<file path="config.mk">
export PLATFORM = sky130hd
export DESIGN_NAME = reg_file
export DESIGN_NICKNAME = d
export VERILOG_FILES = /design/src/reg_file.sv
export SDC_FILE = /design/constraint.sdc
export NUM_CORES = 2
export LEC_CHECK = 0
export ABC_CLOCK_PERIOD_IN_PS = 3700
export BUFFER_PORTS_ARGS = -buffer_cell sky130_fd_sc_hd__buf_2
export CORE_ASPECT_RATIO = 0.8
export CORE_MARGIN = 4
export CORE_UTILIZATION = 45
export CTS_BUF_LIST = sky130_fd_sc_hd__clkbuf_8
export CTS_CLUSTER_SIZE = 24
export DETAILED_ROUTE_END_ITERATION = 8
export GPL_TIMING_DRIVEN = 1
export SLEW_MARGIN = 20
export SYNTH_ARGS = -nofsm -noshare
export SYNTH_HDL_FRONTEND = slang
export SYNTH_SLANG_ARGS = --single-unit
</file>
<file path="constraint.sdc">
create_clock -name clk -period 3.7 [get_ports clk]
set_input_delay 0.37 -clock clk [delete_from_list [all_inputs] [get_ports clk]]
set_output_delay 0.37 -clock clk [all_outputs]
set_load 0.02 [all_outputs]
</file>
<file path="src/reg_file.sv">
`timescale 1ns/1ps
`default_nettype none

module reg_file (
    input  logic        clk,
    input  logic        rst,
    input  logic [4:0]  rs1,
    input  logic [4:0]  rs2,
    input  logic [4:0]  rd,
    input  logic [31:0] wdata,
    input  logic        we,
    output logic [31:0] rs1_data,
    output logic [31:0] rs2_data
);

    logic [31:0] regs [1:31];  // x0 has no storage

    always_ff @(posedge clk)
    begin
        if (rst)
        begin
            for (int k = 1; k < 32; k++)
            begin
                regs[k] <= 32'd0;
            end
        end
        else if (we)
        begin
            regs[rd] <= wdata;
        end
    end

    assign rs1_data = (rs1 == 5'd0) ? 32'd0 : regs[rs1];
    assign rs2_data = (rs2 == 5'd0) ? 32'd0 : regs[rs2];

endmodule

`default_nettype wire

</file>
# == Word level (Yosys, flattened, before mapping) ==
# Memory sizes are Yosys's and may differ from the RTL's.
# Index checks and enable logic that the tools add are counted.
# totals
ff_bits,0
ramBits,992
in_bits,50
memories,1
# mem_list
name,words,width,rd,rd_ports_with_merged_regs,wr,line_no,rtl
regs,31,32,2,0,31,16,logic [31:0] regs [1:31];
# classes
mux,10
n_reduce_logical,3
# op_table
op,count
32-bit 2-to-1 mux,3
32-bit OR reduction,1
5-bit logical NOT,2
1-bit 2-to-1 mux,6
5-bit 2-to-1 mux,1

# == Longest topological paths before layout ==
# depth
word_depth,5
depth_mapped,9
mapped_depth_nobuf,4

# == Worst setup path after synthesis ==
# No wires, ideal clock.
# synth_path
kind,input-to-output
from,in rs2[1]
to,out rs2_data[19]
arrival_time_ps,2416
t_required_ps,3330
slack_ps,914
path_stages,5
path_buffers,3
cell_sequence,buf_2 > buf_2 > clkbuf_1 > a2111oi_0 > a2111oi_0
# synth_via
elab_chain_len,2
elab_cells_between_ends,3
# synth_rtl
item,line_no,rtl
from (decl),8,"input logic [4:0] rs2,"
memory 31 x 32 bit / 5-bit logical NOT (equally long branches),--,
32-bit 2-to-1 mux (*),34,assign rs2_data = (rs2 == 5'd0) ? 32'd0 : regs[rs2];
to (decl),13,output logic [31:0] rs2_data
# Every way passes the cells marked *; elsewhere a longest branch is shown, timed or not.

==> impl_metrics.toml <==
[placement]
hpwl_detailed_um = 117000
port_buffers = 113
dp_worst_setup_slack_ns = -0.0167
dp.cells = 5073
finalWeightedCongestion = 0.886

[worst_setup_path]
critical_path_peak_fanout = 2
worst-endpoint-arrival_ns = 3.27
endpoint_kind = "output port"
crit_required_ns = 3.33
setup.worst_path.start_class = "flip-flop"
ordered_list_of_cells_on_the_worst_path = "mux4_2 > a22o_1 > a2111oi_0 > nor3_1 > buf_2"
timing.critical_path.slowest_stage_cell = "a2111oi_0"
crit_path_max_incr_delay_ns = 0.80
critical_path_buf_inv_count = 1
crit_family = "compound AO/OA/AOI/OAI gates"
critical_path_type = "reg2out"

[route]
initialDrtViolationCount = 5016
dr.pass1.iters = 5
via_per_inst = 6.55
route.final.wire_length_um = 190000
ant_nets = 0
route.detailed.wl_per_inst_um = 35.2
drc_errors = 0
routed-via-count = 35400

[finish]
design.final.nets = 3711
fillers = 9851
final-instance-count-excl-fill = 5410
area_growth_pct = 12.6
mostFrequentLayoutCell = "edfxtp_1"
max_reg_flops = 1024
reg.largest.list = "regs: 1024 flops"
final_cell_mix = "edfxtp_1 (1,024), and2_1 (994), mux4_2 (466)"
largest-register = "regs"
share_of_final_layout_standard_cells_stronger_than_drive_strength_1 = 0.297

[die]
number_of_standard_cell_rows_in_the_floorplan = 113
die-height_um = 318
floorplan.die.width_um = 396
core_area_um2 = 119000
die_ar_um2 = 126000
initial_util = 0.455
ios = 114

[timing]
hold_violations = 0
worstMarginPinSlew_ns = 1.13
final_min_period_over_clock_period = 0.984
layout_setup_ws_ns = 0.0591
final_max_slew_viol_count = 0
clock.fmax_mhz = 275
rsz0062_at_grt = "false"
final.min_clock_period_ns = 3.64
worst_slew_margin_rel = 0.245
setup_violations = 0

[outcome]
status = "completed"

[logic_synthesis]
synth.yosys.warnings = 0
post_synth_instance_area_um2 = 54200
synth_seq_area_share = 0.568
synth_fp_nets = 3556
synth_flop_cell = "edfxtp_1"
synth_cells = 3506
synthArstFlopShare = 0
netlist-cell-type-count = 43
synthesis.area_per_instance_um2 = 15.4
synth_enable_flop_cells = 1024
yosys_register_bits = 1024

[power_and_ir_drop]
leakage_component_of_the_power_nw = 21.2
power-per-cell-area_nw_per_um2 = 439
vdd.ir_drop.worst_uv = 302

[grt]
gr-total-overflow = 0
via_count_of_the_first_global_routing_pass = 36200
wire_length_of_the_first_global_routing_pass_um = 267000
number_of_antenna_violations_at_the_first_check_in_global_routing = 17
all_layer_global_routing_usage = 0.298
grt_max_degree = 51

[cts]
numClockSinks = 1024
htree_num_levels = 4
cts_setup_buffers = 0
clk_pin_slew_ns = 0.06
cts_buffers = 163
cts_tree = "built"
cts.root.buffer_cell = "clkbuf_8"
cts.path.max_buffers = 3

[min_path]
min_path_type = "in2reg"

[run]
timing.max_cap.violations = 0
-- where the power goes --
group          switching [W]  internal, W  leakage [nW]
Sequential          0.000345       0.0134          9.72
Clock                0.00477      0.00468          1.69
Combinational        0.00210      0.00152          9.81
Total                0.00721       0.0196          21.2
-- logic make-up (layout without fill, tap and decap cells) --
logic type,Yosys count,count (layout),synth area share
AO/OA/AOI/OAI,262,262,0.0369
buffers and inverters,388,666,0.0327
flip-flops,1024,1024,0.568
multiplexers,659,659,0.230
other,0,15,0
AND/OR/NAND/NOR,1173,1174,0.133
-- Yosys cell counts, types with 2 or more instances --
cell type | instances | share of area
a2111oi_0 | 56 | 0.0091
a2111oi_1 | 4 | 0.00074
a211oi_1 | 4 | 0.00055
a21oi_1 | 8 | 0.00074
a221oi_1 | 7 | 0.0011
a22o_1 | 51 | 0.0082
a22oi_1 | 16 | 0.0022
a32o_1 | 4 | 0.00074
and2_1 | 995 | 0.11
buf_1 | 14 | 0.00097
buf_2 | 50 | 0.0046
buf_4 | 26 | 0.0036
buf_6 | 16 | 0.0033
buf_8 | 3 | 0.00083
clkbuf_1 | 276 | 0.019
edfxtp_1 | 1024 | 0.57
inv_1 | 3 | 0.00021
mux2_2 | 34 | 0.0071
mux2i_1 | 159 | 0.029
mux4_2 | 466 | 0.19
nand2_1 | 8 | 0.00055
nand2b_1 | 7 | 0.00081
nand3_1 | 3 | 0.00028
nand3b_1 | 5 | 0.00069
nor2_1 | 39 | 0.0027
nor2b_1 | 14 | 0.0016
nor3_1 | 54 | 0.0050
nor4_1 | 5 | 0.00058
o221ai_1 | 6 | 0.00097
o22ai_1 | 103 | 0.012
or2_2 | 32 | 0.0037
or3_1 | 2 | 0.00023
or3b_1 | 2 | 0.00032
-- metal layers --
metal	routed length, um	GRT usage
met5	22	0
met4	8110	0.127
met3	22900	0.0770
met2	86300	0.450
met1	73100	0.410
-- cell type report --
class	count	area, um2	area share
inverter	3	11.3	0.000185
antenna	15	37.5	0.000615
sequential	1024	30700	0.504
clock buffer	167	2300	0.0377
multi-input combinational	2095	21900	0.359
clock inverter	122	713	0.0117
tap	1610	2010	0.0330
timing repair buffer	374	3290	0.0539
-- path summary, 6_finish.rpt --
| kind | startpoint | to | slack (ns) | cells after the start |
|---|---|---|---|---|
| max | regs[26][7]$_SDFFCE_PN0P_ | rs2_data[7] | 0.06 | 5 |
| min | rd[3] | regs[0][8]$_DFFE_PP_ | 0.36 | 3 |
-- metrics by stage --
stage	area (um2)	utilization	TNS [ns]	hold WS, ns	power (W)
floorplan	54200	-	0	0.469	0.0159
global placement	57600	0.484	-0.0274	0.873	0.0174
detailed placement	57600	0.484	-0.0167	0.889	0.0175
CTS	61000	0.512	0	0.244	0.0268
global route	61000	0.512	0	0.339	0.0276
finish	61000	0.512	0	0.359	0.0268
-- repair_timing --
action / CTS / global route
hold buffers: 32 / 0
resized for setup: 12 / 4
setup endpoints to repair: 8 / 3
hold endpoints to repair: 32 / 0
cloned: 0 / 1
Note: power is estimated with default switching activity, not from simulation.
