### src/data_mem.sv
`timescale 1ns/1ps
`default_nettype none

module data_mem #(
    parameter int DMEM_WORDS = 64
) (
    input  logic        clk,
    input  logic        rst,
    input  logic [31:0] addr,
    input  logic [31:0] wdata,
    input  logic        we,
    output logic [31:0] rdata
);

    localparam int IDX_W = (DMEM_WORDS > 1) ? $clog2(DMEM_WORDS) : 1;

    logic [31:0]      mem [DMEM_WORDS];
    logic [IDX_W-1:0] idx;

    assign idx = addr[IDX_W+1:2];  // byte offset dropped, upper bits wrap

    always_ff @(posedge clk)
    begin
        if (rst)
        begin
            for (int k = 0; k < DMEM_WORDS; k++)
            begin
                mem[k] <= 32'd0;
            end
        end
        else if (we)
        begin
            mem[idx] <= wdata;
        end
    end

    assign rdata = mem[idx];

endmodule

`default_nettype wire

### config.mk
export PLATFORM = sky130hd
export DESIGN_NAME = data_mem
export DESIGN_NICKNAME = d
export VERILOG_FILES = /design/src/data_mem.sv
export SDC_FILE = /design/constraint.sdc
export NUM_CORES = 2
export LEC_CHECK = 0
export BUFFER_PORTS_ARGS = -buffer_cell sky130_fd_sc_hd__buf_2
export CAP_MARGIN = 25
export CORE_MARGIN = 3
export CORE_UTILIZATION = 40
export CTS_CLUSTER_DIAMETER = 50
export CTS_CLUSTER_SIZE = 16
export DETAILED_ROUTE_END_ITERATION = 16
export GPL_ROUTABILITY_DRIVEN = 0
export PLACE_DENSITY_LB_ADDON = 0.2
export SETUP_SLACK_MARGIN = 0.02
export SKIP_LAST_GASP = 1
export SYNTH_ARGS = -nofsm -noshare
export SYNTH_HDL_FRONTEND = slang
export SYNTH_SLANG_ARGS = --single-unit
### constraint.sdc
create_clock -name clk -period 2.26 [get_ports clk]
set_input_delay 0.113 -clock clk [delete_from_list [all_inputs] [get_ports clk]]
set_output_delay 0.113 -clock clk [all_outputs]
set_load 0.01 [all_outputs]
# --- Yosys cells after proc, flatten, opt, wreduce, memory -nomap -nowiden ---
# Memories as Yosys holds them, arrays and structs flattened.
# Index checks and enable logic that the tools add are counted.
classes:
  n_addsub: 0
  multipliers: 0
  n_div: 0
  magnitude_cmp: 0
  n_eq_ne: 0
  shift: 0
  mux: 8
  bitwise_logic: 0
  n_reduce_logical: 1
ops:
  columns: ["cell", "count"]
  rows:
  - ["$mux 32", 1]
  - ["$reduce_or 32->1", 1]
  - ["$mux 1", 6]
  - ["$mux 6", 1]
word_totals:
  regBits: 0
  latch_bits: 0
  ram_bits: 2048
  mem_bits_ro: 0
  in_bits: 67
  out_inout_bits: 32
  mem_count: 1
memory_table:
  columns: ["name", "words", "word_bits", "read_ports", "rd_ports_with_merged_regs", "wr", "line_no", "text"]
  rows:
  - ["mem", 64, 32, 1, 0, 64, "17", "logic [31:0] mem [DMEM_WORDS];"]

# --- Longest topological paths before layout ---
depth:
  depth_word: 5
  mapped_depth: 11
  ltp_nobuf: 6

# --- Worst setup path before layout ---
# Ideal clock, no wire load.
synth_timing:
  path_type: "in2reg"
  start: "in addr[4]"
  end: "mem mem[16][0], enable pin"
  setup_ps: 375
  arrival_time_ps: 1914
  required_ps: 1885
  setup_slack_ps: -29
  cell_stages: 7
  cell_sequence: "buf_6 -> buf_4 -> buf_2 -> buf_4 -> buf_2 -> nor4_1 -> or2_2"
synth_lines:
  columns: ["element", "line_no", "text"]
  rows:
  - ["start: declaration", "9", "input logic [31:0] addr,"]
  - ["end: declaration", "17", null]

# --- Worst setup path in the final report ---
layout_timing:
  start: "mem mem[49][13]"
  end: "out rdata[13]"
layout_between:
  elab_chain_cells: 1
layout_rtl:
  columns: ["element", "line_no", "text"]
  rows:
  - ["$mem_v2 64x32", null, null]
  - ["end: declaration", "12", "output logic [31:0] rdata"]
# No other way between the ends.

==> impl_metrics.yaml <==
logic_synthesis:
  synth_nets: 7037
  synth_area_leaders: "edfxtp_1, and2_1, a22oi_1, a221oi_1, clkbuf_1"
  synth_top_area_share_pct: 66.3
  seq_area_frac_synth_pct: 66.3
  yosysTopAreaCell: "edfxtp_1"
  synth-edff-count: 2048
  synth_flop_cell: "edfxtp_1"
  async_flop_share_pct: 0
  yosys_warnings: 0
  synth_commonest_cells: "and2_1, edfxtp_1, clkbuf_1"
  yosysMostFrequentCell: "and2_1"
  yosys.cell_types.count: 57
  synth_seq_cells: 2048
  syn_area_um2: 92800
  syn-instance-count: 6970
  avgSynthCellArea_um2: 13.3
cts:
  htreeDepth: 4
  clockBufferDepth: 3
  cts_tree: "yes"
  post_cts_buffers: 0
  clk_pin_slew_ns: 0.07
  cts_root_buf: "clkbuf_16"
  cts_made_buffers: 221
  clock_sinks: 2048
drt:
  drt_wl_total_um: 313000
  detail_route.wl_per_cell_um: 29.2
  antenna_left: 0
  vias: 61500
  drc: 0
  vias_per_cell: 5.74
  drtPass1Iterations: 5
  first_iter_violations: 7209
cells_and_area:
  regMostFlops: "mem"
  n_fill_cell: 19700
  stdcell_count: 10700
  largest_reg_flops: 2048
  area_delta_synth_final_pct: 23.0
  top_regs: "mem (2048)"
  seq_area_um2: 61500
  multiInputGateArea_um2: 30000
  nNetsFinal: 7539
  final_area_um2: 114000
  drive_gt1_share_pct: 25.8
min_path:
  holdCritStartpoint: "wdata[17]"
  hp-class: "input port to flop"
  hold_depth: 2
  holdPathEnd: "mem[62][17]$_SDFFCE_PN0P_"
grt:
  grt_pass1_wl_um: 447000
  track_usage_pct: 26.0
  overflow: 0
  grt_max_degree: 65
  grt_pass1_vias: 61000
  antenna_found_initial: 22
power:
  p_int_mw: 68.0
  p_sw_mw: 23.2
  pwr-share-clk_pct: 41.7
  p_per_area_nw_per_um2: 799
  seqPwrFrac_pct: 48.5
  vdd_drop_max_mv: 0.671
  switching_share_pct: 25.5
  p_leak_nw: 40.6
  pwr-share-comb_pct: 9.8
floorplan:
  core-area_um2: 230000
  row_count: 176
  die_area_um2: 238000
  ios: 99
  die_h_um: 488
  die_w_um: 488
  initial_core_util_pct: 40.3
critical_path:
  cp_num_cells: 7
  path_class: "flop to output port"
  worstPathRequired_ns: 2.15
  max_stage_delay_ns: 0.51
  crit_chain: "a22oi_2, o22ai_1, nor4_2, o211ai_1, buf_4, or3_4, buf_2"
  worstSetupStartpointType: "flop"
  crit_arrival_ns: 3.46
  worstPathBufferInverterCount: 2
  cp_top_family: "compound AO/OA/AOI/OAI gates"
  endpoint_kind: "output port"
  crit_fanout: 1
  slowest_stage: "o211ai_1"
sta:
  hold_viol: 0
  worst_slack_ns: -1.32
  slew_headroom_pct: 23.0
  timing.final.crit_share_pct: 158
  finalCriticalPeriod_ns: 3.58
  fmax_ghz: 0.279
  setup_viol: 32
  grt_setup_unrepaired: "true"
  worstMarginPinSlew_ns: 1.15
  fin_hold_ws_ns: 0.0542
  slew_violations: 0
placed_design:
  dpl_cell_area_um2: 105000
  port_buffers: 72
  hpwl_um: 205000
  placed_cells: 10300
status:
  outcome: "finished with violations"
  violations: "setup timing"
job:
  maxCapViolCount: 0
## cell usage in the layout, fill, tap and decap left out, types with 97 or more instances in the layout
cell       netlist  routed
o21ai_0        170     124
clkbuf_16        0     221
buf_4           18     699
edfxtp_1      2048    2048
a22oi_1        374     313
a221oi_1       291     241
mux2i_1        152     147
buf_12           0     255
a21oi_1        136      97
and2_1        2051    2049
o22ai_1        162     146
nor2_1         180     131
## final cells by class
class / instances / share of cell area [%]
clock inverters: 184 / 1.87
flip-flops and latches: 2048 / 53.9
clock buffers: 231 / 4.88
repair buffers: 1049 / 9.74
inverters: 3 / 0.0164
well taps: 3026 / 3.32
multi-input cells: 4149 / 26.3
diodes: 11 / 0.0241
## through the flow
stage / total power, mW / TNS [ns] / setup WS, ns / util, %
floorplan: 48.4 / 0 / 0.0250 / -
global placement: 53.3 / -881.64 / -1.28 / 45.4
detailed placement: 53.4 / -914.86 / -1.25 / 45.4
CTS: 91.5 / -31.11 / -1.34 / 49.4
global route: 93.7 / -31.91 / -1.36 / 49.5
finish: 91.2 / -29.37 / -1.32 / 49.5
## what timing repair did
action | 4_1_cts | 5_1_grt
hold buffers | 14 | 0
hold endpoints to repair | 577 | 0
setup endpoints to repair | 32 | 32
resized for setup | 299 | 61
pin swaps | 84 | 42
## power groups by stage
stage                     Combinational, mW  Clock [mW]  Sequential [mW]
after floorplan                        3.54           0             44.8
after global placement                 8.31           0             45.0
after detailed placement               8.33           0             45.0
after CTS                              8.79        38.5             44.3
after global routing                   9.27        40.0             44.4
final                                  8.93        38.0             44.3
## per-layer routing
metal / global-route usage, % / share of wire (%)
met1: 35.9 / 42
met2: 40.5 / 46
met3: 4.96 / 8.4
met4: 9.97 / 4.3
met5: 0 / 0.0074
## cells by family (layout without fill, tap and decap cells)
kind of cell / Yosys count / in the layout / synth area share [%]
AND/OR/NAND/NOR: 2536 / 2536 / 16.4
buffers and inverters: 773 / 1467 / 3.41
AO/OA/AOI/OAI: 1326 / 1326 / 10.3
flip-flops: 2048 / 2048 / 66.3
multiplexers: 287 / 287 / 3.69
other: 0 / 11 / 0
## worst max path at each step
| stage | startpoint | end |
|---|---|---|
| final | mem[49][13]$_SDFFCE_PN0P_ | rdata[13] |
| after global placement | addr[3] | rdata[17] |
| after global routing | mem[5][3]$_SDFFCE_PN0P_ | rdata[3] |
| after floorplan | addr[4] | mem[17][0]$_SDFFCE_PN0P_ |
| after detailed placement | addr[3] | rdata[17] |
| after CTS | mem[40][17]$_SDFFCE_PN0P_ | rdata[17] |
Power figures use the tool's default switching activity.
