$ cat config.mk
export PLATFORM = sky130hd
export DESIGN_NAME = control_unit
export DESIGN_NICKNAME = d
export VERILOG_FILES = /design/src/rv_pkg.sv /design/src/control_unit.sv
export SDC_FILE = /design/constraint.sdc
export NUM_CORES = 1
export LEC_CHECK = 0
export BUFFER_PORTS_ARGS = -buffer_cell sky130_fd_sc_hd__buf_2
export CORE_UTILIZATION = 32
export DETAILED_ROUTE_END_ITERATION = 10
export GPL_TIMING_DRIVEN = 0
export PLACE_DENSITY = 0.79
export SKIP_LAST_GASP = 1
export SLEW_MARGIN = 40
export SYNTH_ARGS = -nofsm -noshare
export SYNTH_HDL_FRONTEND = slang
export SYNTH_SLANG_ARGS = --single-unit
$ cat constraint.sdc
create_clock -name vclk -period 1.13
set_input_delay 0.1695 -clock vclk [all_inputs]
set_output_delay 0.1695 -clock vclk [all_outputs]
set_load 0.02 [all_outputs]
$ cat src/rv_pkg.sv
`default_nettype none

package rv_pkg;

    localparam logic [6:0] OP_R      = 7'b0110011;
    localparam logic [6:0] OP_IMM    = 7'b0010011;
    localparam logic [6:0] OP_LOAD   = 7'b0000011;
    localparam logic [6:0] OP_JALR   = 7'b1100111;
    localparam logic [6:0] OP_STORE  = 7'b0100011;
    localparam logic [6:0] OP_BRANCH = 7'b1100011;
    localparam logic [6:0] OP_JAL    = 7'b1101111;
    localparam logic [6:0] OP_LUI    = 7'b0110111;

    localparam logic [31:0] RESET_PC = 32'h0000_0000;

    typedef enum logic [3:0] {
        ALU_ADD,
        ALU_SUB,
        ALU_SLL,
        ALU_SLT,
        ALU_SLTU,
        ALU_XOR,
        ALU_SRL,
        ALU_SRA,
        ALU_OR,
        ALU_AND,
        ALU_PASS_B  // lui
    } alu_op_t;

    typedef struct packed {
        logic [6:0] funct7;
        logic [4:0] rs2;
        logic [4:0] rs1;
        logic [2:0] funct3;
        logic [4:0] rd;
        logic [6:0] opcode;
    } r_fmt_t;

    typedef struct packed {
        logic [11:0] imm;
        logic [4:0]  rs1;
        logic [2:0]  funct3;
        logic [4:0]  rd;
        logic [6:0]  opcode;
    } i_fmt_t;

    typedef struct packed {
        logic [6:0] imm_hi;
        logic [4:0] rs2;
        logic [4:0] rs1;
        logic [2:0] funct3;
        logic [4:0] imm_lo;
        logic [6:0] opcode;
    } s_fmt_t;

    typedef struct packed {
        logic       imm12;
        logic [5:0] imm10_5;
        logic [4:0] rs2;
        logic [4:0] rs1;
        logic [2:0] funct3;
        logic [3:0] imm4_1;
        logic       imm11;
        logic [6:0] opcode;
    } b_fmt_t;

    typedef struct packed {
        logic       imm20;
        logic [9:0] imm10_1;
        logic       imm11;
        logic [7:0] imm19_12;
        logic [4:0] rd;
        logic [6:0] opcode;
    } j_fmt_t;

    typedef struct packed {
        logic [19:0] imm;
        logic [4:0]  rd;
        logic [6:0]  opcode;
    } u_fmt_t;

    // one fetched word, viewed per format
    typedef union packed {
        r_fmt_t r;
        i_fmt_t i;
        s_fmt_t s;
        b_fmt_t b;
        j_fmt_t j;
        u_fmt_t u;
    } instr_t;

endpackage

`default_nettype wire

$ cat src/control_unit.sv
`timescale 1ns/1ps
`default_nettype none

module control_unit (
    input  rv_pkg::instr_t  instr,
    output logic [4:0]      rs1,
    output logic [4:0]      rs2,
    output logic [4:0]      rd,
    output logic [2:0]      funct3,
    output logic [31:0]     imm,
    output rv_pkg::alu_op_t alu_op,
    output logic            alu_src,
    output logic            mem_to_reg,
    output logic            reg_write,
    output logic            mem_write,
    output logic            branch,
    output logic            jal,
    output logic            jalr
);

    logic writes_rd;

    // funct3 plus bit 30 to alu operation
    function automatic rv_pkg::alu_op_t alu_decode(input logic [2:0] f3, input logic alt);
        rv_pkg::alu_op_t op;
        case (f3)
            3'b000:  op = alt ? rv_pkg::ALU_SUB : rv_pkg::ALU_ADD;
            3'b001:  op = rv_pkg::ALU_SLL;
            3'b010:  op = rv_pkg::ALU_SLT;
            3'b011:  op = rv_pkg::ALU_SLTU;
            3'b100:  op = rv_pkg::ALU_XOR;
            3'b101:  op = alt ? rv_pkg::ALU_SRA : rv_pkg::ALU_SRL;
            3'b110:  op = rv_pkg::ALU_OR;
            default: op = rv_pkg::ALU_AND;
        endcase
        return op;
    endfunction

    always_comb
    begin
        rs1        = 5'd0;
        rs2        = 5'd0;
        rd         = 5'd0;
        funct3     = 3'd0;
        imm        = 32'd0;
        alu_op     = rv_pkg::ALU_ADD;
        alu_src    = 1'b0;
        mem_to_reg = 1'b0;
        writes_rd  = 1'b0;
        mem_write  = 1'b0;
        branch     = 1'b0;
        jal        = 1'b0;
        jalr       = 1'b0;
        case (instr.r.opcode)
            rv_pkg::OP_R:
            begin
                rs1       = instr.r.rs1;
                rs2       = instr.r.rs2;
                rd        = instr.r.rd;
                funct3    = instr.r.funct3;
                alu_op    = alu_decode(instr.r.funct3, instr.r.funct7[5]);
                writes_rd = 1'b1;
            end
            rv_pkg::OP_IMM:
            begin
                rs1       = instr.i.rs1;
                rd        = instr.i.rd;
                funct3    = instr.i.funct3;
                imm       = {{20{instr.i.imm[11]}}, instr.i.imm};
                // bit 30 only selects srai here
                alu_op    = alu_decode(instr.i.funct3,
                                       instr.r.funct7[5] && instr.i.funct3 == 3'b101);
                alu_src   = 1'b1;
                writes_rd = 1'b1;
            end
            rv_pkg::OP_LOAD:
            begin
                rs1        = instr.i.rs1;
                rd         = instr.i.rd;
                funct3     = instr.i.funct3;
                imm        = {{20{instr.i.imm[11]}}, instr.i.imm};
                alu_src    = 1'b1;
                mem_to_reg = 1'b1;
                writes_rd  = 1'b1;
            end
            rv_pkg::OP_JALR:
            begin
                rs1       = instr.i.rs1;
                rd        = instr.i.rd;
                funct3    = instr.i.funct3;
                imm       = {{20{instr.i.imm[11]}}, instr.i.imm};
                alu_src   = 1'b1;
                writes_rd = 1'b1;
                jalr      = 1'b1;
            end
            rv_pkg::OP_STORE:
            begin
                rs1       = instr.s.rs1;
                rs2       = instr.s.rs2;
                funct3    = instr.s.funct3;
                imm       = {{20{instr.s.imm_hi[6]}}, instr.s.imm_hi, instr.s.imm_lo};
                alu_src   = 1'b1;
                mem_write = 1'b1;
            end
            rv_pkg::OP_BRANCH:
            begin
                rs1    = instr.b.rs1;
                rs2    = instr.b.rs2;
                funct3 = instr.b.funct3;
                imm    = {{19{instr.b.imm12}}, instr.b.imm12, instr.b.imm11,
                          instr.b.imm10_5, instr.b.imm4_1, 1'b0};
                branch = 1'b1;
            end
            rv_pkg::OP_JAL:
            begin
                rd        = instr.j.rd;
                imm       = {{11{instr.j.imm20}}, instr.j.imm20, instr.j.imm19_12,
                             instr.j.imm11, instr.j.imm10_1, 1'b0};
                writes_rd = 1'b1;
                jal       = 1'b1;
            end
            rv_pkg::OP_LUI:
            begin
                rd        = instr.u.rd;
                imm       = {instr.u.imm, 12'd0};
                alu_op    = rv_pkg::ALU_PASS_B;
                alu_src   = 1'b1;
                writes_rd = 1'b1;
            end
            default:
            begin
                writes_rd = 1'b0;  // unknown opcode is a no-op
            end
        endcase
        reg_write = writes_rd && (rd != 5'd0);  // x0 never written
    end

endmodule

`default_nettype wire

==> metrics.yaml, run 1 <==
status: "stopped before the end"
stop_stage: "clock tree synthesis (4_1_cts)"
firstError: "[ERROR DPL-0033] detailed placement checks failed during check placement."
dp_cells: 242
synth_area_um2: 791
die_h_um: 51.7
dpl.hpwl_mm: 2.60
netlist_top_cells_area: "a21o_1, and2_1, a22o_1, a21oi_1, nand2_1"
die_x_um: 51.7
start_util: 0.347
post_cts_buffers: 26
place_worst_setup_slack_ps: -500
synth.yosys.warnings: 0
place.gp.congestion: 0.870
numPortBuffers: 91
synth_top_area_frac: 0.171
cts_hold_buf: 0
syn_inst: 123
cts_resized: 162
pin_count: 93
yosysTopAreaCell: "a21o_1"
rows: 17
syn-num-nets: 155
ys_seq_area_frac: 0
synth.distinct_cells: 36
syn_area_per_cell_um2: 6.43
## per-stage QoR
stage                     instance area (um^2)   util
after detailed placement                  1540  0.676
after global placement                    1540  0.676
after floorplan                           1050      -
## cell families after synthesis
logic type / after synthesis / share of synthesized area
compound gates: 44 / 0.422
buf+inv: 10 / 0.0554
simple gates: 69 / 0.522
## cells in the mapped netlist, drive strengths merged
cell type and number:
and2 21, a21o 18, a21oi 11, nor2 11, nand2 10, inv 6, nor2b 6, a22o 5
o21ai 5, nand2b 4, nand3 3, nor3 3, or2 3, buf 2, clkbuf 2, nor4 2
a2111oi 1, a31oi 1, and3b 1, and4 1, nand4b 1, nor3b 1, o21a 1, o22ai 1
o32ai 1, or3 1, or4 1
==> run 2: changes to the inputs <==
Settings changed: CORE_AREA from default to 2 2 63 65, CORE_UTILIZATION 32 to default, DIE_AREA from default to 0 0 65 67, PLACE_DENSITY 0.79 to default, PLACE_DENSITY_LB_ADDON from default to 0.15.
Clock period 1.13 ns to 1.5 ns, I/O delays scaled along.
==> run 2 against run 1 <==
The flow now finishes, with violations (negative setup slack); synthesized cell count did not move; synthesized area did not move.
==> metrics.yaml, run 2 <==
nNetsFinal: 260
cp-start-kind: "input pin"
ys_seq_area_frac: 0  # unchanged
die_h_um: 67  # +30%
dpl.hpwl_mm: 2.64  # +1.4%
max_slew_margin: 0.757
fillers: 362
routedWlPerCell_um: 12.9
hold_class: "in -> out"
drt_iter0_markers: 22
die-area_um2: 4360
detail_route.vias_per_cell: 4.80
cp-endpoint: "imm[25]"
synth.distinct_cells: 36  # unchanged
syn_area_per_cell_um2: 6.43  # unchanged
required_ps: 1270
p_leak_uw: 0.00105
top_layer_used: "met3"
multi_input_area_um2: 903
final_area_um2: 1810
crit_slowest_cell: "nand4b_1"
p_int_uw: 153
crit_start: "instr[4]"
hold_viol: 0
met1_length_mm: 1.50
wirelength_mm: 3.54
p_sw_frac: 0.526
pin_count: 93  # unchanged
synth.yosys.warnings: 0  # unchanged
seq_cell_count: 0
firstDrtPassIters: 4
antenna_found_initial: 0
max_slew.worst_pin.slew_ps: 364
grt_pass1_vias: 1158
fmax_mhz: 644
drv_slew: 0
cp_top_family: "buffers and inverters"
dp_cells: 262  # +8.3%
crit_path_max_incr_delay_ps: 200
violations: "negative setup slack"
grt_setup_unrepaired: "true"
syn_inst: 123  # unchanged
clkPwrFrac: 0
netlist_top_cells_area: "a21o_1, and2_1, a22o_1, a21oi_1, nand2_1"
wl_met3_um: 363
synth_top_area_frac: 0.171  # unchanged
register_area_um2: 0
path_cells: "buf_12, nand2b_4, nand4b_1, buf_4, a21oi_4, buf_12, a21o_1, buf_4"
layout_setup_ws_ps: -52.5
place_worst_setup_slack_ps: -265  # +236 ps
diodes: 0
synth_area_um2: 791  # unchanged
final_common_cell: "buf_2"
path_max_fanout: 10
place_area_um2: 1340  # -13%
cellPowerDensity_nw_per_um2: 178
drive_above_1_share: 0.655
period_minus_slack_ps: 1550
start_util: 0.219  # -0.128
combPwrFrac: 1.000
finalCritPeriodShare: 1.04
path_buf_inv: 4
cp_num_cells: 8
synth_most_common_cell: "and2_1"
nClkBuffers: 0
via_count: 1315
wl_met2_mm: 1.68
p_sw_uw: 170
ant_nets: 0
worst_setup_path_end_kind: "primary output"
grt_pass1_wl_mm: 5.32
max_cap_violations: 0
total_power_uw: 323
path_class: "in -> out"
p_seq_frac: 0
most-common-layout-cells: "buf_2, buf_4, buf_6"
finalSetupViolations: 14
area_growth_pct: 129
core_area_um2: 3610
yosysTopAreaCell: "a21o_1"
grtUsageTotal: 0.146
status: "finished, violations left"
grt_max_degree: 11
die_x_um: 65  # +26%
arrival_ps: 1330
drc_errors: 0
numPortBuffers: 91  # unchanged
rows: 22  # +5
finalNonFillerCells: 274
place.gp.congestion: 0.787  # -9.6%
yosys-top-cells-count: "and2_1, a21o_1, nand2_1, nor2_1, a21oi_1"
grt-ovfl-total: 0
syn-num-nets: 155  # unchanged
ir_drop_mv: 0.0645
[run 2: cell counts after synthesis]
Identical to the previous run, type by type.
[run 2: worst min path at each step]
stage	startpoint	end	slack (ps)	depth (start not counted)
final	instr[28]	imm[28]	760	3
after global routing	instr[26]	imm[26]	780	3
after CTS	instr[19]	imm[19]	760	3
after detailed placement	instr[19]	imm[19]	780	3
after global placement	instr[27]	imm[27]	780	3
after floorplan	instr[4]	mem_to_reg	530	1
[run 2: cell type report]
class / count / share of cell area
multi-input combinational: 113 / 0.499
timing repair buffer: 104 / 0.435
tap: 48 / 0.0332
inverter: 6 / 0.0166
buffer: 3 / 0.0159
[run 2: cell families after synthesis]
| kind of cell | Yosys count | synth area share |
|---|---|---|
| compound gates | 44 | 0.422 |
| simple gates | 69 | 0.522 |
| buf+inv | 10 | 0.0554 |
[run 2: timing repair]
item	in CTS	in global routing
endpoints found under the setup margin	57	51
gates resized for setup	64	50
hold buffers	0	0
gates cloned	1	0
buffers inserted	6	6
pin swaps	10	27
[run 2: per-stage QoR]
step           setup TNS (ps)  hold slack [ps]  utilization
6_report                 -458              760        0.502
5_1_grt                 -3010              775        0.502
4_1_cts                  -456              759        0.444
3_5_place_dp           -11800              775        0.371
3_3_place_gp           -12220              776        0.371
2_1_floorplan           -76.6              530            -
[run 2: power by group through the flow]
stage | registers (uW) | logic [uW] | clock network [uW]
final | 0 | 323 | 0
after floorplan | 0 | 131 | 0
after CTS | 0 | 285 | 0
after global routing | 0 | 347 | 0
after global placement | 0 | 235 | 0
after detailed placement | 0 | 233 | 0
[run 2: metal layers]
metal,up-vias,track usage
li1,644,-
met1,602,0.189
met2,69,0.268
met3,0,0.0236
met4,0,0
met5,-,0
Note: power is estimated with default switching activity, not from simulation.
==> run 3: changes to the inputs <==
Settings changed: BUFFER_PORTS_ARGS -buffer_cell sky130_fd_sc_hd__buf_2 to default, DONT_BUFFER_PORTS from default to 1, REMOVE_ABC_BUFFERS from default to 1.
==> run 3 against run 2 <==
The run now ends clean; highest routed layer unchanged; fmax rose by 5.1%; worst hold slack lost 220 ps; first-iteration DRC count down 41%.
==> metrics.yaml, run 3 (synthesis results as in run 2) <==
status: "finished clean"
p_leak_uw: 0.000474  # -55%
die-area_um2: 4360  # unchanged
start_util: 0.219  # unchanged
clkPwrFrac: 0  # unchanged
p_int_uw: 53.1  # -65%
die_h_um: 67  # unchanged
core_area_um2: 3610  # unchanged
max_slew_margin: 0.576  # -0.181
final_common_cell: "a21o_1"
hold_class: "in -> out"
ir_drop_mv: 0.0545  # -16%
final_area_um2: 983  # -46%
area_growth_pct: 24.4
ant_nets: 0  # unchanged
required_ps: 1270  # about the same
place_area_um2: 830  # -38%
grt_setup_unrepaired: "true"
fin_tns_setup_ps: 0  # +458 ps
grt_pass1_vias: 864  # -25%
max_cap_violations: 0  # unchanged
nClkBuffers: 0  # unchanged
drive_above_1_share: 0.325  # -0.330
detail_route.vias_per_cell: 5.50  # +15%
antenna_found_initial: 0  # unchanged
die_x_um: 65  # unchanged
combPwrFrac: 1.000  # about the same
routedWlPerCell_um: 17.2  # +33%
diodes: 0  # unchanged
cts_hold_buf: 0  # unchanged
register_area_um2: 0  # unchanged
grt_max_degree: 15  # +4
firstDrtPassIters: 2  # -2
path_class: "in -> out"
whs_ps: 539  # -222 ps
hold_viol: 0  # unchanged
p_seq_frac: 0  # unchanged
finalSetupViolations: 0  # -14
max_slew.worst_pin.slew_ps: 631  # +267 ps
drt_iter0_markers: 13  # -41%
finalCritPeriodShare: 0.985  # -0.0501
via_count: 941  # -28%
cp-start-kind: "input pin"
dpl.hpwl_mm: 2.38  # -9.7%
grt_pass1_wl_mm: 4.14  # -22%
grtUsageTotal: 0.118  # -0.0277
place.gp.congestion: 0.683  # -13%
period_minus_slack_ps: 1480  # -75.1 ps
worst_setup_path_end_kind: "primary output"
cellPowerDensity_nw_per_um2: 155  # -13%
p_sw_frac: 0.653  # +0.126
arrival_ps: 1250  # -80 ps
nNetsFinal: 157  # -40%
p_sw_uw: 99.7  # -41%
most-common-layout-cells: "a21o_1, and2_1, nor2_1, nand2_1"
rows: 22  # unchanged
wirelength_mm: 2.94  # -17%
drv_slew: 0  # unchanged
pin_count: 93  # unchanged
total_power_uw: 153  # -53%
drc_errors: 0  # unchanged
grt-ovfl-total: 0  # unchanged
path_max_fanout: 9  # -1
fmax_mhz: 677  # +5.1%
numPortBuffers: 0  # -100%
seq_cell_count: 0  # unchanged
==> run 3: path summary, 6_finish.rpt <==
path         end      from  cells after the start
max      imm[26]  instr[4]                      5
min   mem_to_reg  instr[4]                      1
==> run 3: metrics by stage <==
stage | worst slack, ps | instances | utilization
2_1_floorplan | -54.0 | 119 | -
3_3_place_gp | -380 | 167 | 0.230
3_5_place_dp | -293 | 167 | 0.230
4_1_cts | -43.4 | 168 | 0.245
5_1_grt | -14.7 | 171 | 0.273
6_report | 22.6 | 171 | 0.273
==> run 3: power by group through the flow <==
| stage | logic [uW] | clock network (uW) | registers [uW] |
|---|---|---|---|
| 5_1_grt | 166 | 0 | 0 |
| 6_report | 153 | 0 | 0 |
| 3_3_place_gp | 129 | 0 | 0 |
| 4_1_cts | 137 | 0 | 0 |
| 3_5_place_dp | 129 | 0 | 0 |
| 2_1_floorplan | 114 | 0 | 0 |
==> run 3: final cells by class <==
cell class | instances | area [um^2]
Fill cell | 404 | 2620
Multi-Input combinational cell | 114 | 878
Tap cell | 48 | 60.1
Timing Repair Buffer | 3 | 22.5
Inverter | 6 | 22.5
==> run 3: critical path: stages <==
cell and delay [ps]:
nand2b_4 130, nand4b_1 280, buf_4 220, a21oi_4 190, a21o_1 220
==> run 3: timing repair <==
| item | 4_1_cts | 5_1_grt |
|---|---|---|
| buffers inserted | 1 | 2 |
| hold endpoints to repair | 0 | 0 |
| pin swaps | 1 | 2 |
| endpoints found under the setup margin | 36 | 37 |
| gates resized for setup | 16 | 19 |
| cloned | 0 | 1 |
==> run 3: routing by layer <==
metal  GRT usage  vias to the layer above  share of wire
met2       0.238                       70           0.49
met5           0                        -              0
li1            -                      441              -
met3      0.0101                        0          0.094
met1       0.142                      430           0.42
met4           0                        0              0
