`config.mk`:
```
export PLATFORM = sky130hd
export DESIGN_NAME = pc_unit
export DESIGN_NICKNAME = d
export VERILOG_FILES = /design/src/rv_pkg.sv /design/src/pc_unit.sv
export SDC_FILE = /design/constraint.sdc
export NUM_CORES = 1
export LEC_CHECK = 0
export ABC_AREA = 1
export ABC_CLOCK_PERIOD_IN_PS = 5100
export BUFFER_PORTS_ARGS = -buffer_cell sky130_fd_sc_hd__buf_2
export CORE_ASPECT_RATIO = 0.8
export CORE_MARGIN = 1.5
export CORE_UTILIZATION = 60
export DETAILED_ROUTE_END_ITERATION = 10
export PLACE_DENSITY = 0.89
export SLEW_MARGIN = 20
export SYNTH_ARGS = -nofsm -noshare
export SYNTH_HDL_FRONTEND = slang
export SYNTH_SLANG_ARGS = --single-unit
```
`constraint.sdc`:
```
create_clock -name clk -period 5.1 [get_ports clk]
set_input_delay 1.02 -clock clk [delete_from_list [all_inputs] [get_ports clk]]
set_output_delay 1.02 -clock clk [all_outputs]
set_load 0.02 [all_outputs]
```
`src/rv_pkg.sv`:
```
`default_nettype none

package rv_pkg;

    localparam logic [6:0] OP_R      = 7'b0110011;
    localparam logic [6:0] OP_IMM    = 7'b0010011;
    localparam logic [6:0] OP_LOAD   = 7'b0000011;
    localparam logic [6:0] OP_JALR   = 7'b1100111;
    localparam logic [6:0] OP_STORE  = 7'b0100011;
    localparam logic [6:0] OP_BRANCH = 7'b1100011;
    localparam logic [6:0] OP_JAL    = 7'b1101111;
    localparam logic [6:0] OP_LUI    = 7'b0110111;

    localparam logic [31:0] RESET_PC = 32'h0000_0000;

    typedef enum logic [3:0] {
        ALU_ADD,
        ALU_SUB,
        ALU_SLL,
        ALU_SLT,
        ALU_SLTU,
        ALU_XOR,
        ALU_SRL,
        ALU_SRA,
        ALU_OR,
        ALU_AND,
        ALU_PASS_B  // lui
    } alu_op_t;

    typedef struct packed {
        logic [6:0] funct7;
        logic [4:0] rs2;
        logic [4:0] rs1;
        logic [2:0] funct3;
        logic [4:0] rd;
        logic [6:0] opcode;
    } r_fmt_t;

    typedef struct packed {
        logic [11:0] imm;
        logic [4:0]  rs1;
        logic [2:0]  funct3;
        logic [4:0]  rd;
        logic [6:0]  opcode;
    } i_fmt_t;

    typedef struct packed {
        logic [6:0] imm_hi;
        logic [4:0] rs2;
        logic [4:0] rs1;
        logic [2:0] funct3;
        logic [4:0] imm_lo;
        logic [6:0] opcode;
    } s_fmt_t;

    typedef struct packed {
        logic       imm12;
        logic [5:0] imm10_5;
        logic [4:0] rs2;
        logic [4:0] rs1;
        logic [2:0] funct3;
        logic [3:0] imm4_1;
        logic       imm11;
        logic [6:0] opcode;
    } b_fmt_t;

    typedef struct packed {
        logic       imm20;
        logic [9:0] imm10_1;
        logic       imm11;
        logic [7:0] imm19_12;
        logic [4:0] rd;
        logic [6:0] opcode;
    } j_fmt_t;

    typedef struct packed {
        logic [19:0] imm;
        logic [4:0]  rd;
        logic [6:0]  opcode;
    } u_fmt_t;

    // one fetched word, viewed per format
    typedef union packed {
        r_fmt_t r;
        i_fmt_t i;
        s_fmt_t s;
        b_fmt_t b;
        j_fmt_t j;
        u_fmt_t u;
    } instr_t;

endpackage

`default_nettype wire

```
`src/pc_unit.sv`:
```
`timescale 1ns/1ps
`default_nettype none

module pc_unit (
    input  logic        clk,
    input  logic        rst,
    input  logic        branch,
    input  logic        jal,
    input  logic        jalr,
    input  logic [2:0]  funct3,
    input  logic [31:0] rs1_data,
    input  logic [31:0] rs2_data,
    input  logic [31:0] imm,
    output logic [31:0] pc,
    output logic [31:0] pc_plus4
);

    logic        taken;
    logic [31:0] jalr_sum;
    logic [31:0] next_pc;

    always_comb
    begin
        case (funct3)
            3'b000:  taken = (rs1_data == rs2_data);  // beq
            3'b001:  taken = (rs1_data != rs2_data);
            3'b100:  taken = ($signed(rs1_data) < $signed(rs2_data));
            3'b101:  taken = ($signed(rs1_data) >= $signed(rs2_data));
            3'b110:  taken = (rs1_data < rs2_data);   // bltu
            3'b111:  taken = (rs1_data >= rs2_data);
            default: taken = 1'b0;
        endcase
    end

    assign pc_plus4 = pc + 32'd4;
    assign jalr_sum = rs1_data + imm;

    always_comb
    begin
        if (jalr)
            next_pc = {jalr_sum[31:1], 1'b0};
        else if (jal || (branch && taken))
            next_pc = pc + imm;
        else
            next_pc = pc_plus4;
    end

    always_ff @(posedge clk)
    begin
        if (rst)
            pc <= rv_pkg::RESET_PC;
        else
            pc <= next_pc;
    end

endmodule

`default_nettype wire

```
==> Word level (Yosys, flattened, before mapping) <==
Cells that the tools add are included.
Widths: inputs -> output; s select.
{ "classes": {"addsub": 3, "order_cmp": 4, "n_eq_ne": 7, "muxes": 3, "n_reduce_logical": 4} }
{ "ops": {"columns": ["operator", "count"], "rows": [
  ["$add 32x32->32", 2],
  ["$ge 32x32->1", 2],
  ["$lt 32x32->1", 2],
  ["$mux 32", 2],
  ["$add 32x3->32 const B", 1],
  ["$eq 32x32->1", 1],
  ["$ne 32x32->1", 1],
  ["$eq 3x3->1 const B", 4],
  ["$pmux 1 s6", 1],
  ["$eq 3x1->1 const B", 1],
  ["$logic_not 3->1", 1],
  ["$reduce_or 2->1", 1],
  ["$logic_and 1x1->1", 1],
  ["$logic_or 1x1->1", 1]
]} }
{ "word_totals": {"ff_bits": 32, "inputBits": 104, "output_inout_bits": 64, "word_cells": 23} }

==> Depth between registers and ports, before layout <==
Gate-level depths: netlist of run 1.
{ "logic_depth": {"ltp_word": 6, "ltp_mapped": 24, "ltp_nobuf": 24} }

==> Worst setup path after synthesis of run 1 <==
Ideal clock, no wire load.
{ "synth_path": {"path_type": "reg2out", "start": "register pc[2]", "end": "output pc_plus4[30]", "t_arrival_ns": 2.021, "slack_ns": 2.059, "path_stages_with_launch": 10, "n_path_buf": 0, "path_cell_list": "dfxtp_1 > ha_1 > nand3_1 > nor3_2 > inv_1 > nor2_2 > nand3_1 > nand3b_4 > nor3_2 > xor2_1"} }
{ "synth_between": {"elab_chain_cells": 1} }
{ "synth_rtl": {"columns": ["item", "line", "source"], "rows": [
  ["start: declaration", "pc_unit.sv:14", "output logic [31:0] pc,"],
  ["start signal: assignment", "pc_unit.sv:51", "pc <= rv_pkg::RESET_PC;"],
  ["start signal: assignment", "pc_unit.sv:53", "pc <= next_pc;"],
  ["$add 32x3->32", "pc_unit.sv:35", "assign pc_plus4 = pc + 32'd4;"],
  ["end: declaration", "pc_unit.sv:15", "output logic [31:0] pc_plus4"]
]} }
Every way passes these cells.

==> Final worst setup path of run 1 <==
{ "layout_path": {"start": "register pc[2]", "end": "output pc_plus4[28]"} }
Same word-level chain as after synthesis.

==> out/summary.log, run 1 <==
[route] Total Wirelength 21690 um
[synthesis] area of the mapped netlist 6670 um2
[synthesis] asr flop ratio synth 0%
[clock_network] clock input transition at the sequential cells of the worst setup and hold paths 50 ps
[timing] setup skew after layout 3.500 ps
[global_route] antenna violations before repair 0
[synthesis] count of state elements after synthesis 32
[finish] layout overhead on the synthesized area 16.23%
[floorplan] Cell Rows 34
[timing] max frequency 278.5 MHz
[floorplan] Die Area 11760 um2
[power] power per cell area 222.1 nW/um2
[worst_setup_path] slowest cell delay on critical path 450 ps
[timing] slew at the pin with the worst max-slew slack 930.6 ps
[route] first drt pass iteration count 5
[clock_network] clock network latency to the later pin of the worst-skew pair 280 ps
[place] Post-Place Setup Slack 1411 ps
[power] Peak VDD IR 0.1480 mV
[finish] number of filler cells placed in the layout 990
[worst_setup_path] CP required 4080 ps
[global_route] met3 Resource Use GR 7.160%
[timing] time the worst path needs with I/O delays and setup 3591 ps
[clock_network] cell at the root of the clock tree sky130_fd_sc_hd__clkbuf_16
[timing] fin worst setup slack 1509 ps
[synthesis] most used flip-flop cell after synthesis sky130_fd_sc_hd__dfxtp_1
[worst_setup_path] dominant delay contributor by cell family on the critical path simple AND/OR/NAND/NOR gates
[finish] layout net count 1449
[worst_setup_path] buffers plus inverters on the worst setup path 2
[worst_hold_path] classification of the worst-slack hold path flip-flop to flip-flop
[timing] count of final setup violators 0
[worst_setup_path] Setup CP Type flip-flop to primary output
[route] via/cell ratio 5.676
[global_route] combined global-route utilization of all metal layers 36.95%
[clock_network] TritonCTS clock tree done
[synthesis] portion of the post-synthesis area used by sequential elements 9.604%
[global_route] global-route wire length before repair 34870 um
[flow_run] max cap viols 0
[clock_network] Clock Sinks 32
[power] Leakage Power 4.337 nW
[global_route] number of global-route vias before repair 7212
[floorplan] Horiz. Die Dim 120.9 um
[synthesis] synthesized instance count 1090
[worst_setup_path] critical path arrival 2570 ps
[finish] Top Registers pc (31)
[clock_network] clock buffer depth 2
[clock_network] post-cts sizing count 0
[worst_setup_path] largest fanout of any net on the critical path 6
[global_route] largest net degree at the start of global routing 37
[synthesis] count of unique library cells instantiated by Yosys 47
[global_route] most used routing layer met2
[clock_network] number of setup buffers added after CTS 0
[timing] RSZ-0062 raised after global routing no
[place] Port-buffer cells 167
[synthesis] EDFF count, synth 0
[place] Final Wtd Congestion 1.005
[synthesis] total of warnings raised by yosys 0
[route] ANT nets after route 0
[global_route] fraction of met1 tracks used by global routing 53.85%
[clock_network] hold buffer count at cts 0
[finish] layout cells sized above 1 18.25%
[run_status] outcome finished clean
[worst_setup_path] flop-to-flop setup slack 2340 ps
[finish] Reg with most FFs pc
[floorplan] Std-Cell Core Area 10850 um2
[floorplan] die outline height 97.31 um
[timing] setup TNS 0 ps
[route] mean routed wirelength per cell 15.57 um
[worst_setup_path] CP most frequent cell sky130_fd_sc_hd__nand3_1
[clock_network] clock buffer count from CTS 5
[global_route] global-route congestion overflow total 0
[synthesis] mean area per synthesized cell 6.119 um2
[route] total via count after detailed routing 7907
[timing] final hold violations 0
[place] HPWL reported at the end of detailed placement 18260 um
[route] Residual DRC 0
[floorplan] Initial Utilization 61.49%
[synthesis] net count after synthesis 1290
[finish] area of the multi-input gates 5294 um2
[worst_setup_path] sequence of cells on the critical path ha_1, nand3_1, nor3_2, inv_1, nor2_2, nand3_1, nand3b_4, nor2_4, nand2_1, xnor2_2, buf_2
[worst_setup_path] sort of element at the start of the critical path flip-flop
[worst_setup_path] cell with the largest stage delay on the worst path sky130_fd_sc_hd__dfxtp_1
[finish] number of antenna diodes 0
[finish] flip-flop count of the largest register, all copies and words added 31
[timing] part of the cycle the worst path needs 70.41%
[worst_setup_path] Worst Setup End Kind primary output
[route] 1st-iter DRT viols 818
[timing] Slew Limit Fails 0
[timing] Max-Slew Margin vs Limit 37.96%
[floorplan] number of primary I/O pins 168
[global_route] met2 capacity usage during global routing 55.51%
[finish] combined flip-flop and latch cell area 640.6 um2
[clock_network] number of H-tree levels 2
[per-stage QoR]
stage | area, um2 | hold WS (ps) | util, % | cells | total power [mW]
after floorplan | 6670 | 558.5 | - | 1090 | 1.073
after global placement | 7600 | 493.3 | 70.06 | 1386 | 1.365
after detailed placement | 7600 | 513.4 | 70.06 | 1386 | 1.375
after CTS | 7752 | 519.4 | 71.46 | 1393 | 1.691
after global routing | 7752 | 539.1 | 71.46 | 1393 | 1.844
final | 7752 | 526.0 | 71.46 | 1393 | 1.721
[power by group]
| part | total, mW | internal (mW) | switching, mW |
|---|---|---|---|
| sequential | 0.344 | 0.283 | 0.0607 |
| clock | 0.312 | 0.205 | 0.107 |
| combinational | 1.07 | 0.380 | 0.686 |
| total | 1.72 | 0.868 | 0.854 |
[synthesized netlist by cell type (all sizes together), types with 5 or more instances]
cell    number  area, um2
or2          6      37.54
xor2        43      376.6
nor3        25      155.2
nand3b      16      132.6
xnor2       20      182.7
clkbuf       8      30.03
a21o         9      67.56
nand2      251      994.7
nand4       16      106.4
nand3       64      345.3
o21ai       69      345.3
o21bai       5      37.54
a21oi      111      578.1
buf          9      71.31
a31oi       13      81.33
o21a         6      45.04
ha          94       1176
inv        166      623.1
dfxtp       32      640.6
nor2        99      404.1
[final timing paths]
path         startpoint            to  cells past startpoint
min           flip-flop     flip-flop                      2
max               pc[2]  pc_plus4[28]                     11
min reg2reg   flip-flop     flip-flop                      2
max reg2reg   flip-flop        pc[22]                     13
[per-layer routing]
layer  share of wire [%]  up-vias
met2                  41      433
met4                 2.0        0
met3                  13       42
met5                   0        -
met1                  44     3492
li1                    -     3940
[placed cells by master (no fill, tap or decap), types with 3 or more instances in the layout]
cell type / synthesis / final
sky130_fd_sc_hd__buf_2: 3 / 167
sky130_fd_sc_hd__a31oi_1: 13 / 13
sky130_fd_sc_hd__inv_1: 166 / 166
sky130_fd_sc_hd__nor2_4: 3 / 3
sky130_fd_sc_hd__o21a_1: 6 / 6
sky130_fd_sc_hd__nor2_1: 92 / 92
sky130_fd_sc_hd__nor3_2: 6 / 6
sky130_fd_sc_hd__nand3b_1: 15 / 15
sky130_fd_sc_hd__nand3_2: 5 / 5
sky130_fd_sc_hd__nor4_1: 3 / 3
sky130_fd_sc_hd__nor3_1: 19 / 19
sky130_fd_sc_hd__o21bai_1: 5 / 5
sky130_fd_sc_hd__o21ai_0: 65 / 65
sky130_fd_sc_hd__a21oi_1: 105 / 105
sky130_fd_sc_hd__a21o_1: 9 / 9
sky130_fd_sc_hd__a221oi_1: 4 / 4
sky130_fd_sc_hd__nand2_2: 15 / 15
sky130_fd_sc_hd__nand3_1: 59 / 59
sky130_fd_sc_hd__or2_2: 6 / 6
sky130_fd_sc_hd__clkinv_1: 3 / 3
sky130_fd_sc_hd__o21ai_1: 4 / 4
sky130_fd_sc_hd__clkbuf_16: 0 / 5
sky130_fd_sc_hd__dfxtp_1: 32 / 32
sky130_fd_sc_hd__ha_1: 94 / 94
sky130_fd_sc_hd__o31ai_1: 3 / 3
sky130_fd_sc_hd__nand2_1: 234 / 234
sky130_fd_sc_hd__a21oi_2: 6 / 6
sky130_fd_sc_hd__xor2_1: 43 / 43
sky130_fd_sc_hd__nand4_1: 15 / 15
sky130_fd_sc_hd__xnor2_1: 19 / 19
sky130_fd_sc_hd__nor2_2: 4 / 4
[kinds of logic after synthesis]
group | count (synthesis) | synth area share (%)
adder cells (fa/ha/maj) | 96 | 18.23
XOR/XNOR | 63 | 8.385
AO/OA/AOI/OAI | 227 | 18.98
AND/OR/NAND/NOR | 486 | 33.76
flip-flops | 32 | 9.604
buffers and inverters | 186 | 11.03
[final cells by class]
type | instances | share of cell area (%)
multi-input cells | 872 | 68.29
repair buffers | 169 | 10.97
flip-flops and latches | 32 | 8.263
inverters | 169 | 8.183
well taps | 144 | 2.324
clock buffers | 7 | 1.969
[worst register-to-register path: cells and delay by family, from the launching register on]
family	cells	cell delay, ps
simple gates	4	420
fa+ha+maj	2	630
compound gates	5	1000
flops	1	340
xor+xnor	1	170
buf+inv	1	70
Note: power is estimated with default switching activity, not from simulation.
==> inputs of run 2 (changes only) <==
- ABC_CLOCK_PERIOD_IN_PS: 5100 -> 2900
- CORE_UTILIZATION: 60 -> 51
- PLACE_DENSITY: 0.89 -> 0.8
- clock period: 5.1 -> 2.9 ns (I/O delays scaled with it)
==> out/summary.log, run 2 (synthesis results as in run 1) <==
[global_route] antenna violations before repair 0 [unchanged]
[timing] fin worst setup slack -8.917 ps [-1518 ps]
[worst_setup_path] worst r2r dst pc[28]
[timing] setup TNS -8.917 ps [-8.917 ps]
[route] Residual DRC 0 [unchanged]
[finish] number of antenna diodes 0 [unchanged]
[worst_setup_path] largest fanout of any net on the critical path 4 [-2]
[worst_setup_path] Worst R2R Start pc[5]
[global_route] combined global-route utilization of all metal layers 33.24% [-3.7 points]
[worst_setup_path] Setup CP Type flip-flop to primary output
[floorplan] Horiz. Die Dim 130.9 um [+8.3%]
[run_status] failing checks setup timing
[finish] flip-flop count of the largest register, all copies and words added 31 [unchanged]
[clock_network] cell at the root of the clock tree sky130_fd_sc_hd__clkbuf_16
[route] ANT nets after route 0 [unchanged]
[route] mean routed wirelength per cell 15.79 um [+1.4%]
[timing] part of the cycle the worst path needs 100.3%
[floorplan] Cell Rows 37 [+8.8%]
[run_status] outcome complete, but fails checks
[floorplan] number of primary I/O pins 168 [unchanged]
[timing] Max-Slew Margin vs Limit 59.08% [+21 points]
[timing] count of final setup violators 1 [+1]
[worst_setup_path] sort of element at the start of the critical path flip-flop
[route] Total Wirelength 22930 um [+5.7%]
[clock_network] clock buffer depth 2 [unchanged]
[power] Leakage Power 4.500 nW [+3.8%]
[global_route] global-route wire length before repair 35840 um [+2.8%]
[global_route] number of global-route vias before repair 7067 [-2.0%]
[finish] commonest cells after routing, fill and taps aside 230 x sky130_fd_sc_hd__nand2_1, 164 x sky130_fd_sc_hd__inv_1, 164 x sky130_fd_sc_hd__buf_2
[finish] layout cells sized above 1 21.77% [+3.5 points]
[finish] commonest non-fill, non-tap cell in the layout sky130_fd_sc_hd__nand2_1
[place] HPWL reported at the end of detailed placement 19290 um [+5.7%]
[clock_network] hold buffer count at cts 0 [unchanged]
[clock_network] TritonCTS clock tree done
[worst_hold_path] number of cells on the worst hold path 2 [unchanged]
[clock_network] Clock Sinks 32 [unchanged]
[clock_network] clock network latency to the later pin of the worst-skew pair 270 ps [about the same]
[worst_setup_path] slowest cell delay on critical path 340 ps [-110 ps]
[global_route] global-route congestion overflow total 0 [unchanged]
[clock_network] number of H-tree levels 2 [unchanged]
[worst_setup_path] worst reg2reg path depth 12 [-1]
[timing] slew at the pin with the worst max-slew slack 610.1 ps [-320.5 ps]
[finish] layout net count 1479 [+2.1%]
[power] power per cell area 379.9 nW/um2 [+71%]
[timing] time the worst path needs with I/O delays and setup 2909 ps
[finish] combined flip-flop and latch cell area 654.4 um2 [+2.1%]
[clock_network] clock input transition at the sequential cells of the worst setup and hold paths 50 ps [about the same]
[worst_setup_path] critical path arrival 2330 ps [-240 ps]
[floorplan] Initial Utilization 52.01% [-9.5 points]
[place] Final Wtd Congestion 1.007 [+0.15%]
[floorplan] Die Area 13780 um2 [+17%]
[finish] layout overhead on the synthesized area 21.57%
[place] Post-Place Setup Slack -76.42 ps [-1488 ps]
[timing] RSZ-0062 raised after global routing yes
[place] Port-buffer cells 167 [unchanged]
[clock_network] clock buffer count from CTS 5 [unchanged]
[floorplan] die outline height 105.3 um [+8.2%]
[route] first drt pass iteration count 5 [unchanged]
[timing] Slew Limit Fails 0 [unchanged]
[flow_run] max cap viols 0 [unchanged]
[timing] max frequency 343.8 MHz
[power] overall power 3.081 mW [+79%]
[timing] setup skew after layout 3.449 ps [-0.05104 ps]
[worst_setup_path] critical path startpoint pc[7]
[finish] Reg with most FFs pc
[global_route] largest net degree at the start of global routing 37 [unchanged]
[worst_setup_path] CP required 2320 ps [-1760 ps]
[finish] number of filler cells placed in the layout 1273 [+29%]
[route] via/cell ratio 5.462 [-3.8%]
[power] Peak VDD IR 0.2411 mV [+63%]
[worst_setup_path] sequence of cells on the critical path buf_6, nand2_2, nor2_2, nand2_2, nor2_4, nand2_4, nor4_4, nand4_1, nor2_1, nor2_1, nor2_1, buf_4
[route] 1st-iter DRT viols 972 [+19%]
[worst_setup_path] Worst Setup End Kind primary output
[finish] area of the multi-input gates 5385 um2 [+1.7%]
[worst_setup_path] CP most frequent cell sky130_fd_sc_hd__nor2_1
[route] total via count after detailed routing 7931 [+0.30%]
[worst_setup_path] flop-to-flop setup slack 250 ps [-2090 ps]
[floorplan] Std-Cell Core Area 12820 um2 [+18%]
[worst_setup_path] cell with the largest stage delay on the worst path sky130_fd_sc_hd__dfxtp_2
[finish] Top Registers pc (31)
[worst_hold_path] classification of the worst-slack hold path flip-flop to flip-flop
[timing] final hold violations 0 [unchanged]
run 2: cell count changes in the layout (fill, tap and decap cells not counted), moves of 4 or more:
cell and delta:
sky130_fd_sc_hd__buf_4 +31, sky130_fd_sc_hd__dfxtp_1 -9, sky130_fd_sc_hd__dfxtp_2 +8, sky130_fd_sc_hd__nand2_1 -4
run 2: worst max path at each step:
stage / to / depth (start not counted)
floorplan: pc_plus4[30] / 9
global route: pc_plus4[29] / 11
finish: pc_plus4[29] / 12
detailed placement: pc[18] / 13
CTS: pc_plus4[28] / 11
global placement: pc[18] / 13
run 2: stage by stage:
stage | hold slack [ps] | area [um2] | utilization, % | std cells
2_1_floorplan | 558.5 | 6670 | - | 1090
3_3_place_gp | 501.9 | 7819 | 60.97 | 1441
3_5_place_dp | 503.9 | 7819 | 60.97 | 1441
4_1_cts | 510.6 | 8010 | 62.46 | 1447
5_1_grt | 544.8 | 8109 | 63.24 | 1452
6_report | 509.0 | 8109 | 63.24 | 1452
run 2: layout make-up:
class	count	area share [%]
flip-flops and latches	32	8.070
repair buffers	199	13.45
clock buffers	5	1.543
inverters	169	7.823
multi-input cells	872	66.41
well taps	175	2.700
run 2: per-layer routing:
metal	vias to the layer above	track usage [%]	wire length, um
met4	0	6.907	414
met1	3521	52.10	10850
li1	4005	-	-
met5	-	0	0
met3	43	5.076	2366
met2	362	47.14	9297
run 2: timing repair:
action	CTS	global route
gates resized for setup	15	21
setup buffers	1	5
pin swaps	5	9
endpoints found under the hold margin	0	0
setup endpoints to repair	7	20
run 2: power by group:
part	total [mW]	internal [mW]	leakage (nW)	switching [mW]
clock	0.475	0.302	0.0616	0.173
sequential	0.607	0.503	0.269	0.104
combinational	2.00	0.739	4.17	1.26
run 2: critical path: cells and delay by family (launching register included):
| family | cells | cell delay (ps) |
|---|---|---|
| buffers and inverters | 2 | 280 |
| and+or+nand+nor | 10 | 1420 |
| DFF | 1 | 340 |
